--- config.mk ---
export PLATFORM = sky130hd
export DESIGN_NAME = cpu_ctl
export DESIGN_NICKNAME = d
export VERILOG_FILES = /design/src/rtl/cpu_ctl_pkg.sv /design/src/rtl/instr_decoder.sv /design/src/rtl/ctl_sequencer.sv /design/src/rtl/addr_op_gen.sv /design/src/rtl/exec_op_gen.sv /design/src/rtl/cpu_ctl.sv
export SDC_FILE = /design/constraint.sdc
export NUM_CORES = 1
export LEC_CHECK = 0
export ABC_AREA = 0
export BUFFER_PORTS_ARGS = -buffer_cell sky130_fd_sc_hd__buf_2
export CAP_MARGIN = 20
export CORE_MARGIN = 2
export CORE_UTILIZATION = 60
export CTS_CLUSTER_DIAMETER = 150
export DETAILED_ROUTE_END_ITERATION = 8
export GPL_TIMING_DRIVEN = 0
export PLACE_DENSITY = 0.81
export SLEW_MARGIN = 20
export SYNTH_ARGS = -nofsm -noshare
export SYNTH_HDL_FRONTEND = slang
export SYNTH_HIERARCHICAL = 1
export SYNTH_SLANG_ARGS = --single-unit
--- constraint.sdc ---
create_clock -name clk -period 4.6 [get_ports clk]
set_input_delay 0.92 -clock clk [delete_from_list [all_inputs] [get_ports clk]]
set_output_delay 0.92 -clock clk [all_outputs]
set_load 0.02 [all_outputs]
--- src/rtl/cpu_ctl_pkg.sv ---
package cpu_ctl_pkg;

    typedef enum logic [5:0] {
        INIT, SYNC, IMM0, IND0, IND1, IND2, DATA,   // Fetch and operand addressing
        ABS0, ABS1, ZERO, PULL, RDWR,               // Absolute, zero page, stack read
        RTS0, RTS1, RTS2, PUSH, JSR0, JSR1, JSR2,   // Subroutine and stack write
        COND                                        // Relative branch
    } ctl_state_t;

    typedef logic [7:0]  opcode_t;    // Data bus byte
    typedef logic [3:0]  ab_mode_t;   // Bits 1:0 ABL select and bit 2 ABL carry
    typedef logic [11:0] ab_op_t;     // Hold/ABH ctl, ABL select, ABL op, carry
    typedef logic [6:0]  reg_op_t;    // Write, dst, src
    typedef logic [3:0]  reg_src_t;
    typedef logic [1:0]  reg_dst_t;
    typedef logic [6:0]  alu_fn_t;    // Shift, add, carry
    typedef logic [8:0]  alu_op_t;    // Load M, BCD, function

    typedef enum logic [1:0] {
        DO_ALU = 2'd0,
        DO_P   = 2'd1,                // Status register, kept for the datapath mux
        DO_PCL = 2'd2,
        DO_PCH = 2'd3
    } do_sel_t;

    localparam reg_src_t SRC_X = 4'd0;
    localparam reg_src_t SRC_Y = 4'd1;
    localparam reg_src_t SRC_A = 4'd2;
    localparam reg_src_t SRC_S = 4'd3;
    localparam reg_src_t SRC_M = 4'd5;
    localparam reg_src_t SRC_Z = 4'd7;   // Constant zero

    localparam reg_dst_t DST_X = 2'd0;
    localparam reg_dst_t DST_Y = 2'd1;
    localparam reg_dst_t DST_A = 2'd2;
    localparam reg_dst_t DST_S = 2'd3;

    localparam alu_fn_t ALU_FN_OR   = 7'b00_000_00;
    localparam alu_fn_t ALU_FN_AND  = 7'b00_001_00;
    localparam alu_fn_t ALU_FN_XOR  = 7'b00_010_00;
    localparam alu_fn_t ALU_FN_LOAD = 7'b00_011_00;   // Add zero, pass through
    localparam alu_fn_t ALU_FN_ADC  = 7'b00_011_11;
    localparam alu_fn_t ALU_FN_SBC  = 7'b00_110_11;
    localparam alu_fn_t ALU_FN_CMP  = 7'b00_110_01;   // Subtract with carry forced
    localparam alu_fn_t ALU_FN_INC  = 7'b00_100_01;
    localparam alu_fn_t ALU_FN_DEC  = 7'b00_101_00;
    localparam alu_fn_t ALU_FN_ASL  = 7'b10_011_00;
    localparam alu_fn_t ALU_FN_DC   = 7'b11_111_11;   // Unlisted opcode

    localparam alu_op_t STACK_DEC    = 9'b00_00_101_00;
    localparam alu_op_t STACK_INC    = 9'b00_00_100_01;
    localparam alu_op_t ALU_OP_LDM   = 9'b10_00_000_00;
    localparam alu_op_t ALU_OP_STORE = 9'b00_00_100_00;
    localparam alu_op_t ALU_OP_NOP   = 9'b00_00_000_00;

    localparam opcode_t OP_ASL_ZP   = 8'h06;
    localparam opcode_t OP_ORA_IMM  = 8'h09;
    localparam opcode_t OP_ASL_ZPX  = 8'h16;
    localparam opcode_t OP_JSR      = 8'h20;
    localparam opcode_t OP_AND_IMM  = 8'h29;
    localparam opcode_t OP_PHA      = 8'h48;
    localparam opcode_t OP_EOR_IMM  = 8'h49;
    localparam opcode_t OP_JMP_ABS  = 8'h4c;
    localparam opcode_t OP_RTS      = 8'h60;
    localparam opcode_t OP_ADC_ZP   = 8'h65;
    localparam opcode_t OP_PLA      = 8'h68;
    localparam opcode_t OP_ADC_IMM  = 8'h69;
    localparam opcode_t OP_JMP_IND  = 8'h6c;
    localparam opcode_t OP_JMP_INDX = 8'h7c;
    localparam opcode_t OP_BRA      = 8'h80;
    localparam opcode_t OP_LDY_IMM  = 8'ha0;
    localparam opcode_t OP_LDA_INDX = 8'ha1;
    localparam opcode_t OP_LDX_IMM  = 8'ha2;
    localparam opcode_t OP_LDA_ZP   = 8'ha5;
    localparam opcode_t OP_LDA_IMM  = 8'ha9;
    localparam opcode_t OP_LDA_ABS  = 8'had;
    localparam opcode_t OP_LDA_INDY = 8'hb1;
    localparam opcode_t OP_LDA_IND  = 8'hb2;
    localparam opcode_t OP_LDA_ZPX  = 8'hb5;
    localparam opcode_t OP_LDX_ZPY  = 8'hb6;
    localparam opcode_t OP_LDA_ABSY = 8'hb9;
    localparam opcode_t OP_LDA_ABSX = 8'hbd;
    localparam opcode_t OP_CMP_IMM  = 8'hc9;
    localparam opcode_t OP_DEX      = 8'hca;
    localparam opcode_t OP_INC_ZP   = 8'he6;
    localparam opcode_t OP_INX      = 8'he8;
    localparam opcode_t OP_SBC_IMM  = 8'he9;
    localparam opcode_t OP_INC_ABS  = 8'hee;

endpackage

--- src/rtl/instr_decoder.sv ---
`timescale 1ns/10ps

module instr_decoder import cpu_ctl_pkg::*; (
    input  logic       clk,
    input  logic       reset,
    input  opcode_t    db,            // Opcode while in SYNC
    input  logic       sync,
    input  logic       abs1_done,     // One address pass finished
    output ctl_state_t entry_state,
    output logic       rmw,
    output logic       jmp,
    output logic       ind,
    output logic       add_x,
    output logic       add_y,
    output logic       ld,
    output logic       st,
    output reg_src_t   src,
    output reg_dst_t   dst,
    output alu_fn_t    alu_fn
);

    reg_src_t src_dec;
    reg_dst_t dst_dec;
    alu_fn_t  alu_dec;

    always_comb begin
        case (db)
            OP_BRA:  entry_state = COND;
            OP_JSR:  entry_state = JSR0;
            OP_RTS:  entry_state = RTS0;
            OP_PHA:  entry_state = PUSH;
            OP_PLA:  entry_state = PULL;
            OP_JMP_ABS, OP_JMP_IND, OP_JMP_INDX, OP_INC_ABS,
            OP_LDA_ABS, OP_LDA_ABSX, OP_LDA_ABSY:                   entry_state = ABS0;
            OP_ASL_ZP, OP_ASL_ZPX, OP_INC_ZP, OP_ADC_ZP,
            OP_LDA_ZP, OP_LDA_ZPX, OP_LDX_ZPY:                      entry_state = ZERO;
            OP_LDA_INDX, OP_LDA_IND, OP_LDA_INDY:                   entry_state = IND0;
            OP_LDA_IMM, OP_LDX_IMM, OP_LDY_IMM, OP_ORA_IMM,
            OP_AND_IMM, OP_EOR_IMM, OP_ADC_IMM, OP_SBC_IMM,
            OP_CMP_IMM:                                             entry_state = IMM0;
            default: entry_state = SYNC;                            // One-cycle no-op
        endcase
    end

    always_comb begin
        case (db)
            OP_DEX, OP_INX:                                         src_dec = SRC_X;
            OP_PHA, OP_ORA_IMM, OP_AND_IMM, OP_EOR_IMM, OP_ADC_IMM,
            OP_SBC_IMM, OP_CMP_IMM, OP_ADC_ZP:                      src_dec = SRC_A;
            OP_INC_ZP, OP_INC_ABS, OP_ASL_ZP, OP_ASL_ZPX:           src_dec = SRC_M;
            default:                                                src_dec = SRC_Z;
        endcase
        case (db)
            OP_LDA_IMM, OP_LDA_ZP, OP_LDA_ZPX, OP_LDA_ABS, OP_LDA_ABSX, OP_LDA_ABSY,
            OP_LDA_INDX, OP_LDA_IND, OP_LDA_INDY, OP_PLA,
            OP_ORA_IMM, OP_AND_IMM, OP_EOR_IMM, OP_ADC_IMM,
            OP_SBC_IMM, OP_CMP_IMM, OP_ADC_ZP:                      dst_dec = DST_A;
            OP_LDY_IMM:                                             dst_dec = DST_Y;
            default:                                                dst_dec = DST_X;
        endcase
        case (db)
            OP_LDA_IMM, OP_LDA_ZP, OP_LDA_ZPX, OP_LDA_ABS, OP_LDA_ABSX, OP_LDA_ABSY,
            OP_LDA_INDX, OP_LDA_IND, OP_LDA_INDY, OP_LDX_IMM, OP_LDX_ZPY,
            OP_LDY_IMM, OP_PHA, OP_PLA:                             alu_dec = ALU_FN_LOAD;
            OP_DEX:                                                 alu_dec = ALU_FN_DEC;
            OP_INX, OP_INC_ZP, OP_INC_ABS:                          alu_dec = ALU_FN_INC;
            OP_ASL_ZP, OP_ASL_ZPX:                                  alu_dec = ALU_FN_ASL;
            OP_ORA_IMM:                                             alu_dec = ALU_FN_OR;
            OP_AND_IMM:                                             alu_dec = ALU_FN_AND;
            OP_EOR_IMM:                                             alu_dec = ALU_FN_XOR;
            OP_ADC_IMM, OP_ADC_ZP:                                  alu_dec = ALU_FN_ADC;
            OP_SBC_IMM:                                             alu_dec = ALU_FN_SBC;
            OP_CMP_IMM:                                             alu_dec = ALU_FN_CMP;
            default:                                                alu_dec = ALU_FN_DC;
        endcase
    end

    always_ff @(posedge clk) begin
        if (reset) begin
            rmw    <= 1'b0;
            jmp    <= 1'b0;
            ind    <= 1'b0;
            add_x  <= 1'b0;
            add_y  <= 1'b0;
            ld     <= 1'b0;
            st     <= 1'b0;
            src    <= '0;
            dst    <= '0;
            alu_fn <= '0;
        end else if (sync) begin
            rmw    <= db inside {OP_ASL_ZP, OP_ASL_ZPX, OP_INC_ZP, OP_INC_ABS};
            jmp    <= db inside {OP_JSR, OP_RTS, OP_JMP_ABS, OP_JMP_IND, OP_JMP_INDX};
            ind    <= db inside {OP_JMP_IND, OP_JMP_INDX};   // Extra pass through ABS0
            add_x  <= db inside {OP_JMP_INDX, OP_LDA_ZPX, OP_LDA_ABSX, OP_LDA_INDX,
                                 OP_ASL_ZPX};
            add_y  <= db inside {OP_LDA_INDY, OP_LDX_ZPY, OP_LDA_ABSY};
            ld     <= (dst_dec == DST_A && db != OP_CMP_IMM) || alu_dec == ALU_FN_DEC ||
                      db inside {OP_LDX_IMM, OP_LDX_ZPY, OP_LDY_IMM, OP_INX};
            st     <= (db == OP_PHA);
            src    <= src_dec;
            dst    <= dst_dec;
            alu_fn <= alu_dec;
        end else if (abs1_done) begin
            ind    <= 1'b0;                       // Stop looping on indirection
            add_x  <= 1'b0;                       // X only applies to the pointer
        end
    end

    // Indirection only exists for jumps
    assert property (@(posedge clk) disable iff (reset) ind |-> jmp);

endmodule

--- src/rtl/ctl_sequencer.sv ---
`timescale 1ns/10ps

module ctl_sequencer import cpu_ctl_pkg::*; (
    input  logic       clk,
    input  logic       reset,
    input  ctl_state_t entry_state,   // First state of the fetched opcode
    input  logic       ind,
    input  logic       jmp,
    input  logic       rmw,
    output ctl_state_t state,
    output logic       sync,          // Opcode fetch cycle
    output logic       abs1_done
);

    ctl_state_t state_nxt;

    assign sync      = (state == SYNC);
    assign abs1_done = (state == ABS1);

    always_comb begin
        case (state)
            INIT:    state_nxt = SYNC;
            SYNC:    state_nxt = entry_state;
            IMM0:    state_nxt = SYNC;
            IND0:    state_nxt = IND1;               // Pointer low
            IND1:    state_nxt = IND2;               // Pointer high
            IND2:    state_nxt = DATA;
            ABS0:    state_nxt = ABS1;
            ZERO:    state_nxt = rmw ? RDWR : DATA;
            ABS1: begin
                if (ind)
                    state_nxt = ABS0;                // Fetch target through pointer
                else if (jmp)
                    state_nxt = SYNC;
                else
                    state_nxt = rmw ? RDWR : DATA;
            end
            RDWR:    state_nxt = DATA;               // Write back old value
            DATA:    state_nxt = SYNC;
            PULL:    state_nxt = DATA;
            PUSH:    state_nxt = DATA;
            RTS0:    state_nxt = RTS1;
            RTS1:    state_nxt = RTS2;
            RTS2:    state_nxt = SYNC;
            JSR0:    state_nxt = JSR1;
            JSR1:    state_nxt = JSR2;
            JSR2:    state_nxt = ABS1;               // Target high byte
            COND:    state_nxt = SYNC;
            default: state_nxt = SYNC;
        endcase
    end

    always_ff @(posedge clk) begin
        if (reset)
            state <= INIT;
        else
            state <= state_nxt;
    end

    // INIT only ever follows reset
    assert property (@(posedge clk) disable iff (reset) state != INIT |=> state != INIT);
    // Decoder ends the pointer pass after one loop
    assert property (@(posedge clk) disable iff (reset) abs1_done && ind |=> !ind);

endmodule

--- src/rtl/addr_op_gen.sv ---
`timescale 1ns/10ps

module addr_op_gen import cpu_ctl_pkg::*; (
    input  ctl_state_t state,
    input  logic       cond,          // Branch taken
    input  opcode_t    db,            // Branch offset in COND
    output ab_op_t     ab_op
);

    ab_mode_t mode;
    logic     back;

    assign back = cond & db[7];                          // Taken with negative offset

    always_comb begin
        case (state)
            INIT:    mode = 4'd0;
            SYNC:    mode = 4'd4;
            IMM0:    mode = 4'd4;
            IND0:    mode = 4'd3;
            IND1:    mode = 4'd12;
            IND2:    mode = 4'd10;
            DATA:    mode = 4'd1;
            ABS0:    mode = 4'd4;
            ABS1:    mode = 4'd2;
            ZERO:    mode = 4'd3;
            PULL:    mode = 4'd5;
            RDWR:    mode = 4'd0;
            RTS0:    mode = 4'd5;
            RTS1:    mode = 4'd5;
            RTS2:    mode = 4'd14;
            PUSH:    mode = 4'd11;
            JSR0:    mode = 4'd9;
            JSR1:    mode = 4'd8;
            JSR2:    mode = 4'd1;
            COND:    mode = 4'd7;
            default: mode = 4'd0;
        endcase
    end

    always_comb begin
        case (mode)
            4'd1:  ab_op = {7'b000_1010, mode[1:0], 2'b10, mode[2]};   // PC
            4'd2:  ab_op = {7'b111_1110, mode[1:0], 2'b01, mode[2]};   // {DB, AHL+REG}
            4'd3:  ab_op = {7'b111_0000, mode[1:0], 2'b01, mode[2]};   // {00, DB+REG}
            4'd4:  ab_op = {7'b011_0110, mode[1:0], 2'b11, mode[2]};   // AB+1, store PC
            4'd5:  ab_op = {7'b011_0001, mode[1:0], 2'b00, mode[2]};   // {01, SP+1}
            4'd7: begin
                if (back)
                    ab_op = {7'b011_0111, mode[1:0], 2'b11, mode[2]};  // AB + {FF, DB} + 1
                else
                    ab_op = {7'b011_0110, mode[1:0], 2'b11, mode[2]};  // Forward or not taken
            end
            4'd8:  ab_op = {7'b000_0001, mode[1:0], 2'b00, mode[2]};   // {01, SP}, keep PC
            4'd9:  ab_op = {7'b111_0001, mode[1:0], 2'b00, mode[2]};   // {01, SP}, PC+1
            4'd10: ab_op = {7'b001_1110, mode[1:0], 2'b01, mode[2]};   // {DB, AHL+REG}, keep PC
            4'd11: ab_op = {7'b010_0001, mode[1:0], 2'b00, mode[2]};   // {01, SP}
            4'd12: ab_op = {7'b001_0110, mode[1:0], 2'b11, mode[2]};   // AB+1, keep PC
            4'd14: ab_op = {7'b001_1110, mode[1:0], 2'b01, mode[2]};   // Target + 1
            default: ab_op = {7'b001_0110, mode[1:0], 2'b11, mode[2]}; // Hold AB
        endcase
    end

endmodule

--- src/rtl/exec_op_gen.sv ---
`timescale 1ns/10ps

module exec_op_gen import cpu_ctl_pkg::*; (
    input  logic       clk,
    input  logic       reset,
    input  ctl_state_t state,
    input  logic       add_x,
    input  logic       add_y,
    input  logic       ld,
    input  logic       st,
    input  reg_src_t   src,
    input  reg_dst_t   dst,
    input  alu_fn_t    alu_fn,
    output reg_op_t    reg_op,
    output alu_op_t    alu_op,
    output do_sel_t    do_op,
    output logic       we             // Memory write, one cycle late
);

    reg_src_t idx_src;

    // Index for zero page and absolute offsets
    assign idx_src = add_x ? SRC_X : (add_y ? SRC_Y : SRC_Z);

    always_comb begin
        case (state)
            PUSH, JSR0, JSR1,
            PULL, RTS0, RTS1: reg_op = {1'b1, DST_S, SRC_S};              // Update SP
            IND0:             reg_op = {1'b0, DST_X, add_x ? SRC_X : SRC_Z};  // Pre-index
            IND2:             reg_op = {1'b0, DST_X, add_y ? SRC_Y : SRC_Z};  // Post-index
            ZERO, ABS1:       reg_op = {1'b0, DST_X, idx_src};
            SYNC:             reg_op = {ld, dst, src};                      // Result of last opcode
            DATA:             reg_op = {1'b0, dst, src};                    // Store source
            default:          reg_op = {1'b0, DST_X, SRC_Z};
        endcase
    end

    always_comb begin
        case (state)
            PUSH, JSR0, JSR1: alu_op = STACK_DEC;
            PULL, RTS0, RTS1: alu_op = STACK_INC;
            IMM0, RDWR:       alu_op = ALU_OP_LDM;                          // Capture M
            SYNC:             alu_op = {2'b00, alu_fn};
            DATA: begin
                if (st)
                    alu_op = ALU_OP_STORE;
                else
                    alu_op = {2'b10, alu_fn};                               // Load or RMW
            end
            default:          alu_op = ALU_OP_NOP;
        endcase
    end

    always_comb begin
        case (state)
            JSR1:    do_op = DO_PCH;          // Return address high first
            JSR2:    do_op = DO_PCL;
            default: do_op = DO_ALU;
        endcase
    end

    always_ff @(posedge clk) begin
        if (reset)
            we <= 1'b0;
        else
            we <= state inside {JSR0, JSR1, PUSH, RDWR};
    end

endmodule

--- src/rtl/cpu_ctl.sv ---
`timescale 1ns/10ps

module cpu_ctl import cpu_ctl_pkg::*; (
    input  logic    clk,
    input  logic    reset,
    input  opcode_t db,
    input  logic    cond,
    output logic    sync,
    output logic    we,
    output ab_op_t  ab_op,
    output reg_op_t reg_op,
    output alu_op_t alu_op,
    output do_sel_t do_op
);

    ctl_state_t state;
    ctl_state_t entry_state;
    logic       abs1_done;
    logic       rmw;
    logic       jmp;
    logic       ind;
    logic       add_x;
    logic       add_y;
    logic       ld;
    logic       st;
    reg_src_t   src;
    reg_dst_t   dst;
    alu_fn_t    alu_fn;

    instr_decoder i_instr_decoder (
        .clk(clk), .reset(reset), .db(db), .sync(sync), .abs1_done(abs1_done),
        .entry_state(entry_state), .rmw(rmw), .jmp(jmp), .ind(ind),
        .add_x(add_x), .add_y(add_y), .ld(ld), .st(st),
        .src(src), .dst(dst), .alu_fn(alu_fn)
    );

    ctl_sequencer i_ctl_sequencer (
        .clk(clk), .reset(reset), .entry_state(entry_state),
        .ind(ind), .jmp(jmp), .rmw(rmw),
        .state(state), .sync(sync), .abs1_done(abs1_done)
    );

    addr_op_gen i_addr_op_gen (
        .state(state), .cond(cond), .db(db), .ab_op(ab_op)
    );

    exec_op_gen i_exec_op_gen (
        .clk(clk), .reset(reset), .state(state),
        .add_x(add_x), .add_y(add_y), .ld(ld), .st(st),
        .src(src), .dst(dst), .alu_fn(alu_fn),
        .reg_op(reg_op), .alu_op(alu_op), .do_op(do_op), .we(we)
    );

endmodule

## Word level (Yosys, flattened, before mapping)

Memories as Yosys holds them, arrays and structs flattened. A register that Yosys moved wholly into a read port is not among the register bits.
Index checks and enable logic that the tools add are counted.

- Reduce and logical (&&, ||, !) cells: 31
- Bitwise logic cells: 1
- Muxes and demuxes: 22
- Eq/ne operators: 64

Operators by type and width:

| cell | count |
|---|---|
| equality test 8 bit, second input constant | 19 |
| case mux 12 bit (10 select lines) | 1 |
| equality test 8 x 7 -> 1 bit, second input constant | 9 |
| case mux 7 bit (10 select lines) | 1 |
| case mux 6 bit (11 select lines) | 1 |
| case mux 5 bit (9 select lines) | 1 |
| case mux 9 bit (5 select lines) | 1 |
| equality test 6 x 4 -> 1 bit, second input constant | 7 |
| case mux 7 bit (6 select lines) | 1 |
| equality test 6 x 3 -> 1 bit, second input constant | 4 |
| equality test 4 bit, second input constant | 5 |
| equality test 6 x 5 -> 1 bit, second input constant | 3 |
| two-way mux 6 bit | 3 |
| OR reduction 17 bit | 1 |
| equality test 8 x 6 -> 1 bit, second input constant | 2 |
| OR reduction 14 bit | 1 |
| OR reduction 2 bit | 7 |
| OR reduction 7 bit | 2 |
| equality test 4 x 3 -> 1 bit, second input constant | 3 |
| equality test 6 x 2 -> 1 bit, second input constant | 2 |
| nonzero test 4 bit | 3 |
| OR reduction 3 bit | 4 |
| nonzero test 5 bit | 2 |
| two-way mux 3 bit | 3 |
| 24 further kinds | 32 |

- Output and inout bits: 32
- ROM bits: 128
- Memories: 1
- Word-level logic and storage cells: 131
- Bits in registers: 27

Memory list:

| name | words | width | read ports | clocked after Yosys merged registers in | write ports | line | RTL |
|---|---|---|---|---|---|---|---|
| (no name shown) | 32 | 4 | 1 | 1 | 0 | addr_op_gen.sv:16 | `case (state)` |

## Depth between registers and ports, before layout

- Depth after elaboration: 7
- Depth in mapped cells: 11
- Depth with buffers taken out: 10

## Cells and area by module

The synthesis kept the hierarchy.

By module, submodules not included:

| module | seq. area each (um^2) | area an instance (um^2) | cells an instance | times used |
|---|---|---|---|---|
| instr_decoder | 360.3 | 1,471.4 | 199 | 1 |
| ctl_sequencer | 120.1 | 568.0 | 65 | 1 |
| exec_op_gen | 20.0 | 544.3 | 75 | 1 |
| addr_op_gen | 0.0 | 500.5 | 70 | 1 |

## Worst setup path after synthesis

No wires, ideal clock.

- Path type: reg-to-output
- Start: register i_ctl_sequencer/state[0] (netlist name)
- End: output ab_op[5]
- Setup slack: 1.374 ns
- Arrival time: 2.306 ns
- Stages on the path, launching flop included: 10
- Required time: 3.680 ns
- Cell sequence: dfxtp_1 inv_1 ha_1 nand2b_1 a21o_1 a221o_1 inv_2 buf_6 nor2_1 o31ai_1

RTL lines:

| what | line | RTL |
|---|---|---|
| end, declared | cpu_ctl.sv:10 | `output ab_op_t ab_op,` |

==> results.py <==
metrics = {
    "final_layout": {
        "drive_gt1_share_pct": 25.2,
        "regArea_sq_um": 500,
        "fin_util_pct": 67.7,
        "final_cell_mix": "49 x buf_2, 47 x nor2_1, 29 x nand2_1",
        "nNetsFinal": 472,
        "antenna_cells": 0,
        "area_growth_pct": 10.7,
        "final_common_cell": "buf_2",
        "multi_input_area_sq_um": 2270,
        "fill_cells": 458,
    },
    "clocking": {
        "cts-htree-levels": 1,
        "path_clk_slew_ns": 0.09,
        "hold_buffers": 0,
        "cts_resized": 0,
        "clk_latency_ns": 0.27,
        "cts_tree": "done",
        "cts_setup_buffers": 0,
        "cts_buffers": 3,
        "clk_path_buf_depth": 2,
        "cts-root-buf": "clkbuf_8",
        "cts.sinks": 25,
    },
    "critical_path": {
        "endpoint_kind": "primary output",
        "crit_arrival_ns": 2.72,
        "critPathLaunchType": "flop",
        "cp.required_ns": 3.68,
        "worstSetupPathType": "reg -> out",
        "cp_max_fo": 10,
    },
    "drt": {
        "drt_iter0_markers": 165,
        "wl_per_cell_um": 15.7,
        "dr.pass1.iters": 4,
        "vias": 3298,
        "final_antenna_net_count": 0,
        "drc_errors": 0,
        "wirelength_um": 8190,
        "vias_per_cell": 6.32,
    },
    "timing": {
        "setup_ws_ns": 0.964,
        "slew_violations": 0,
        "finalCritPeriodShare_pct": 79.0,
        "finClkSkew_ns": 0.00440,
        "tns_ns": 0,
        "fin_crit_ns": 3.64,
        "fmax_mhz": 275,
        "rsz0062_at_grt": "false",
        "setup_violations": 0,
        "worstMarginPinSlew_ns": 0.749,
        "finalHoldViolCount": 0,
        "slew_headroom_pct": 50.0,
    },
    "run_status": {
        "outcome": "complete, no violations",
    },
    "placed_design": {
        "pre_cts_slack_ns": 1.28,
        "place.detailed.hpwl_um": 6250,
        "port_buffers": 38,
        "gp_congestion": 1.05,
    },
    "synthesis": {
        "synth-seq-cells": 25,
        "netlist_instances": 409,
        "synth_edf_count": 0,
        "avgSynthCellArea_sq_um": 7.54,
        "synth_area_sq_um": 3080,
        "yosys_warnings": 6,
        "netlist.top_cell.by_area": "dfxtp_1",
        "synth_top_flop_cell": "dfxtp_1",
        "synth_cell_types": 90,
        "synth_top_cell_area_share_pct": 16.2,
        "ys_seq_area_share_pct": 16.2,
        "synthArstFlopShare_pct": 0,
        "synth_area_leaders": "dfxtp_1 16%, nor2_1 5.7%, a21oi_1 4.2%",
    },
    "floorplan": {
        "fp.dieArea_sq_um": 5730,
        "chipWidth_um": 75.7,
        "die_h_um": 75.7,
        "io_pins": 43,
        "rows": 26,
        "core_sq_um": 5040,
        "start_util_pct": 61.2,
    },
    "pwr": {
        "power_frac_seq_pct": 41.9,
        "power_frac_comb_pct": 35.4,
        "netSwitchingPower_uw": 217,
        "power_density_nw_per_um2": 172,
        "p_leak_uw": 0.00140,
        "internal_power_uw": 371,
        "sw_frac_of_total_pct": 36.9,
        "clockPowerShare_pct": 22.7,
        "vdd_drop_max_uv": 99.3,
    },
    "global_route": {
        "grt_pass1_wl_um": 13200,
        "antenna_found_initial": 0,
        "grt_usage_pct": 29.0,
        "grt_start_max_net_pins": 20,
        "grt_overflow": 0,
        "grt_pass1_vias": 2813,
    },
    "min_path": {
        "holdCritPathClass": "reg -> reg",
    },
    "job": {
        "cap_viol_max_count": 0,
    },
}
-- state kept, by name, indices dropped and copies added (netlist names), 2 cells and up --
register	flops
i_instr_decoder/alu_fn	7
i_instr_decoder/src	2
i_ctl_sequencer/state	6
i_instr_decoder/dst	2
-- cell type report --
cell class	instances	area share, %
plain buffers	37	7.22
clock buffers	3	1.21
clock inverters	1	0.220
inverters	17	1.94
multi-input cells	331	66.6
flip-flops and latches	25	14.7
well taps	70	2.57
repair buffers	38	5.57
-- layer usage --
layer | part of all wire, % | GRT usage, %
met1 | 44 | 39.2
met2 | 49 | 49.4
met3 | 4.5 | 1.46
met4 | 2.5 | 9.75
met5 | 0 | 0
-- kinds of logic (layout without fill, tap and decap cells) --
kind of cell    Yosys count  count (layout)  synth area share [%]
simple gates            187             187                  36.8
compound gates          128             128                  31.9
buf+inv                  54              96                  10.1
flops                    25              25                  16.2
fa+ha+maj                 8               8                  3.25
xor+xnor                  3               3                 0.852
other cells               2               3                 0.243
mux                       2               2                 0.649
-- cell usage after synthesis (4+ instances only) --
cell type  number
a211o_1         4
clkbuf_1        8
and2_1          6
nand2_1        29
inv_1          14
buf_2          11
o21ai_0        19
nand4_1         5
o21ai_1         4
a31oi_1         6
nand3b_1        4
ha_1            8
buf_6           8
dfxtp_1        25
o21a_1          4
nor2b_1        10
a211oi_1        8
nand2b_1       10
o22ai_1         5
nor4_1          7
nor3_1         14
nor2_1         47
buf_4           9
a21o_1         11
a21oi_1        26
nand3_1        13
-- power groups by stage --
stage | registers [uW] | clock network, uW | logic (uW)
detailed placement | 251 | 0 | 205
finish | 246 | 134 | 208
floorplan | 246 | 0 | 157
global route | 249 | 142 | 228
global placement | 251 | 0 | 201
CTS | 246 | 137 | 206
-- critical path, cell delays in order (launching register included) --
cell and delay, ns:
dfxtp_1 0.62, inv_1 0.16, ha_1 0.34, nor2_1 0.14, o21ai_0 0.09, a221o_1 0.38
inv_2 0.09, buf_6 0.13, nor2_1 0.05, o31ai_1 0.22, buf_2 0.21
-- path summary, 6_finish.rpt --
check                                               start                   endpoint  slack (ns)  cells after the start
worst min register to register  i_instr_decoder/alu_fn[5]  i_instr_decoder/alu_fn[5]        0.48                      2
worst max-delay path             i_ctl_sequencer/state[0]                   ab_op[5]        0.96                     10
worst min-delay path            i_instr_decoder/alu_fn[5]  i_instr_decoder/alu_fn[5]        0.48                      2
worst max register to register   i_ctl_sequencer/state[1]  i_instr_decoder/alu_fn[1]        2.10                      6
-- per-stage QoR --
stage	instance area (sq um)	hold WS (ns)	cells	total power [uW]
after floorplan	3090	0.447	410	403
after global placement	3370	0.469	518	452
after detailed placement	3370	0.463	518	456
after CTS	3410	0.486	522	589
after global routing	3410	0.533	522	618
final	3410	0.481	522	588
No activity file was read; power rests on OpenSTA's default activity.
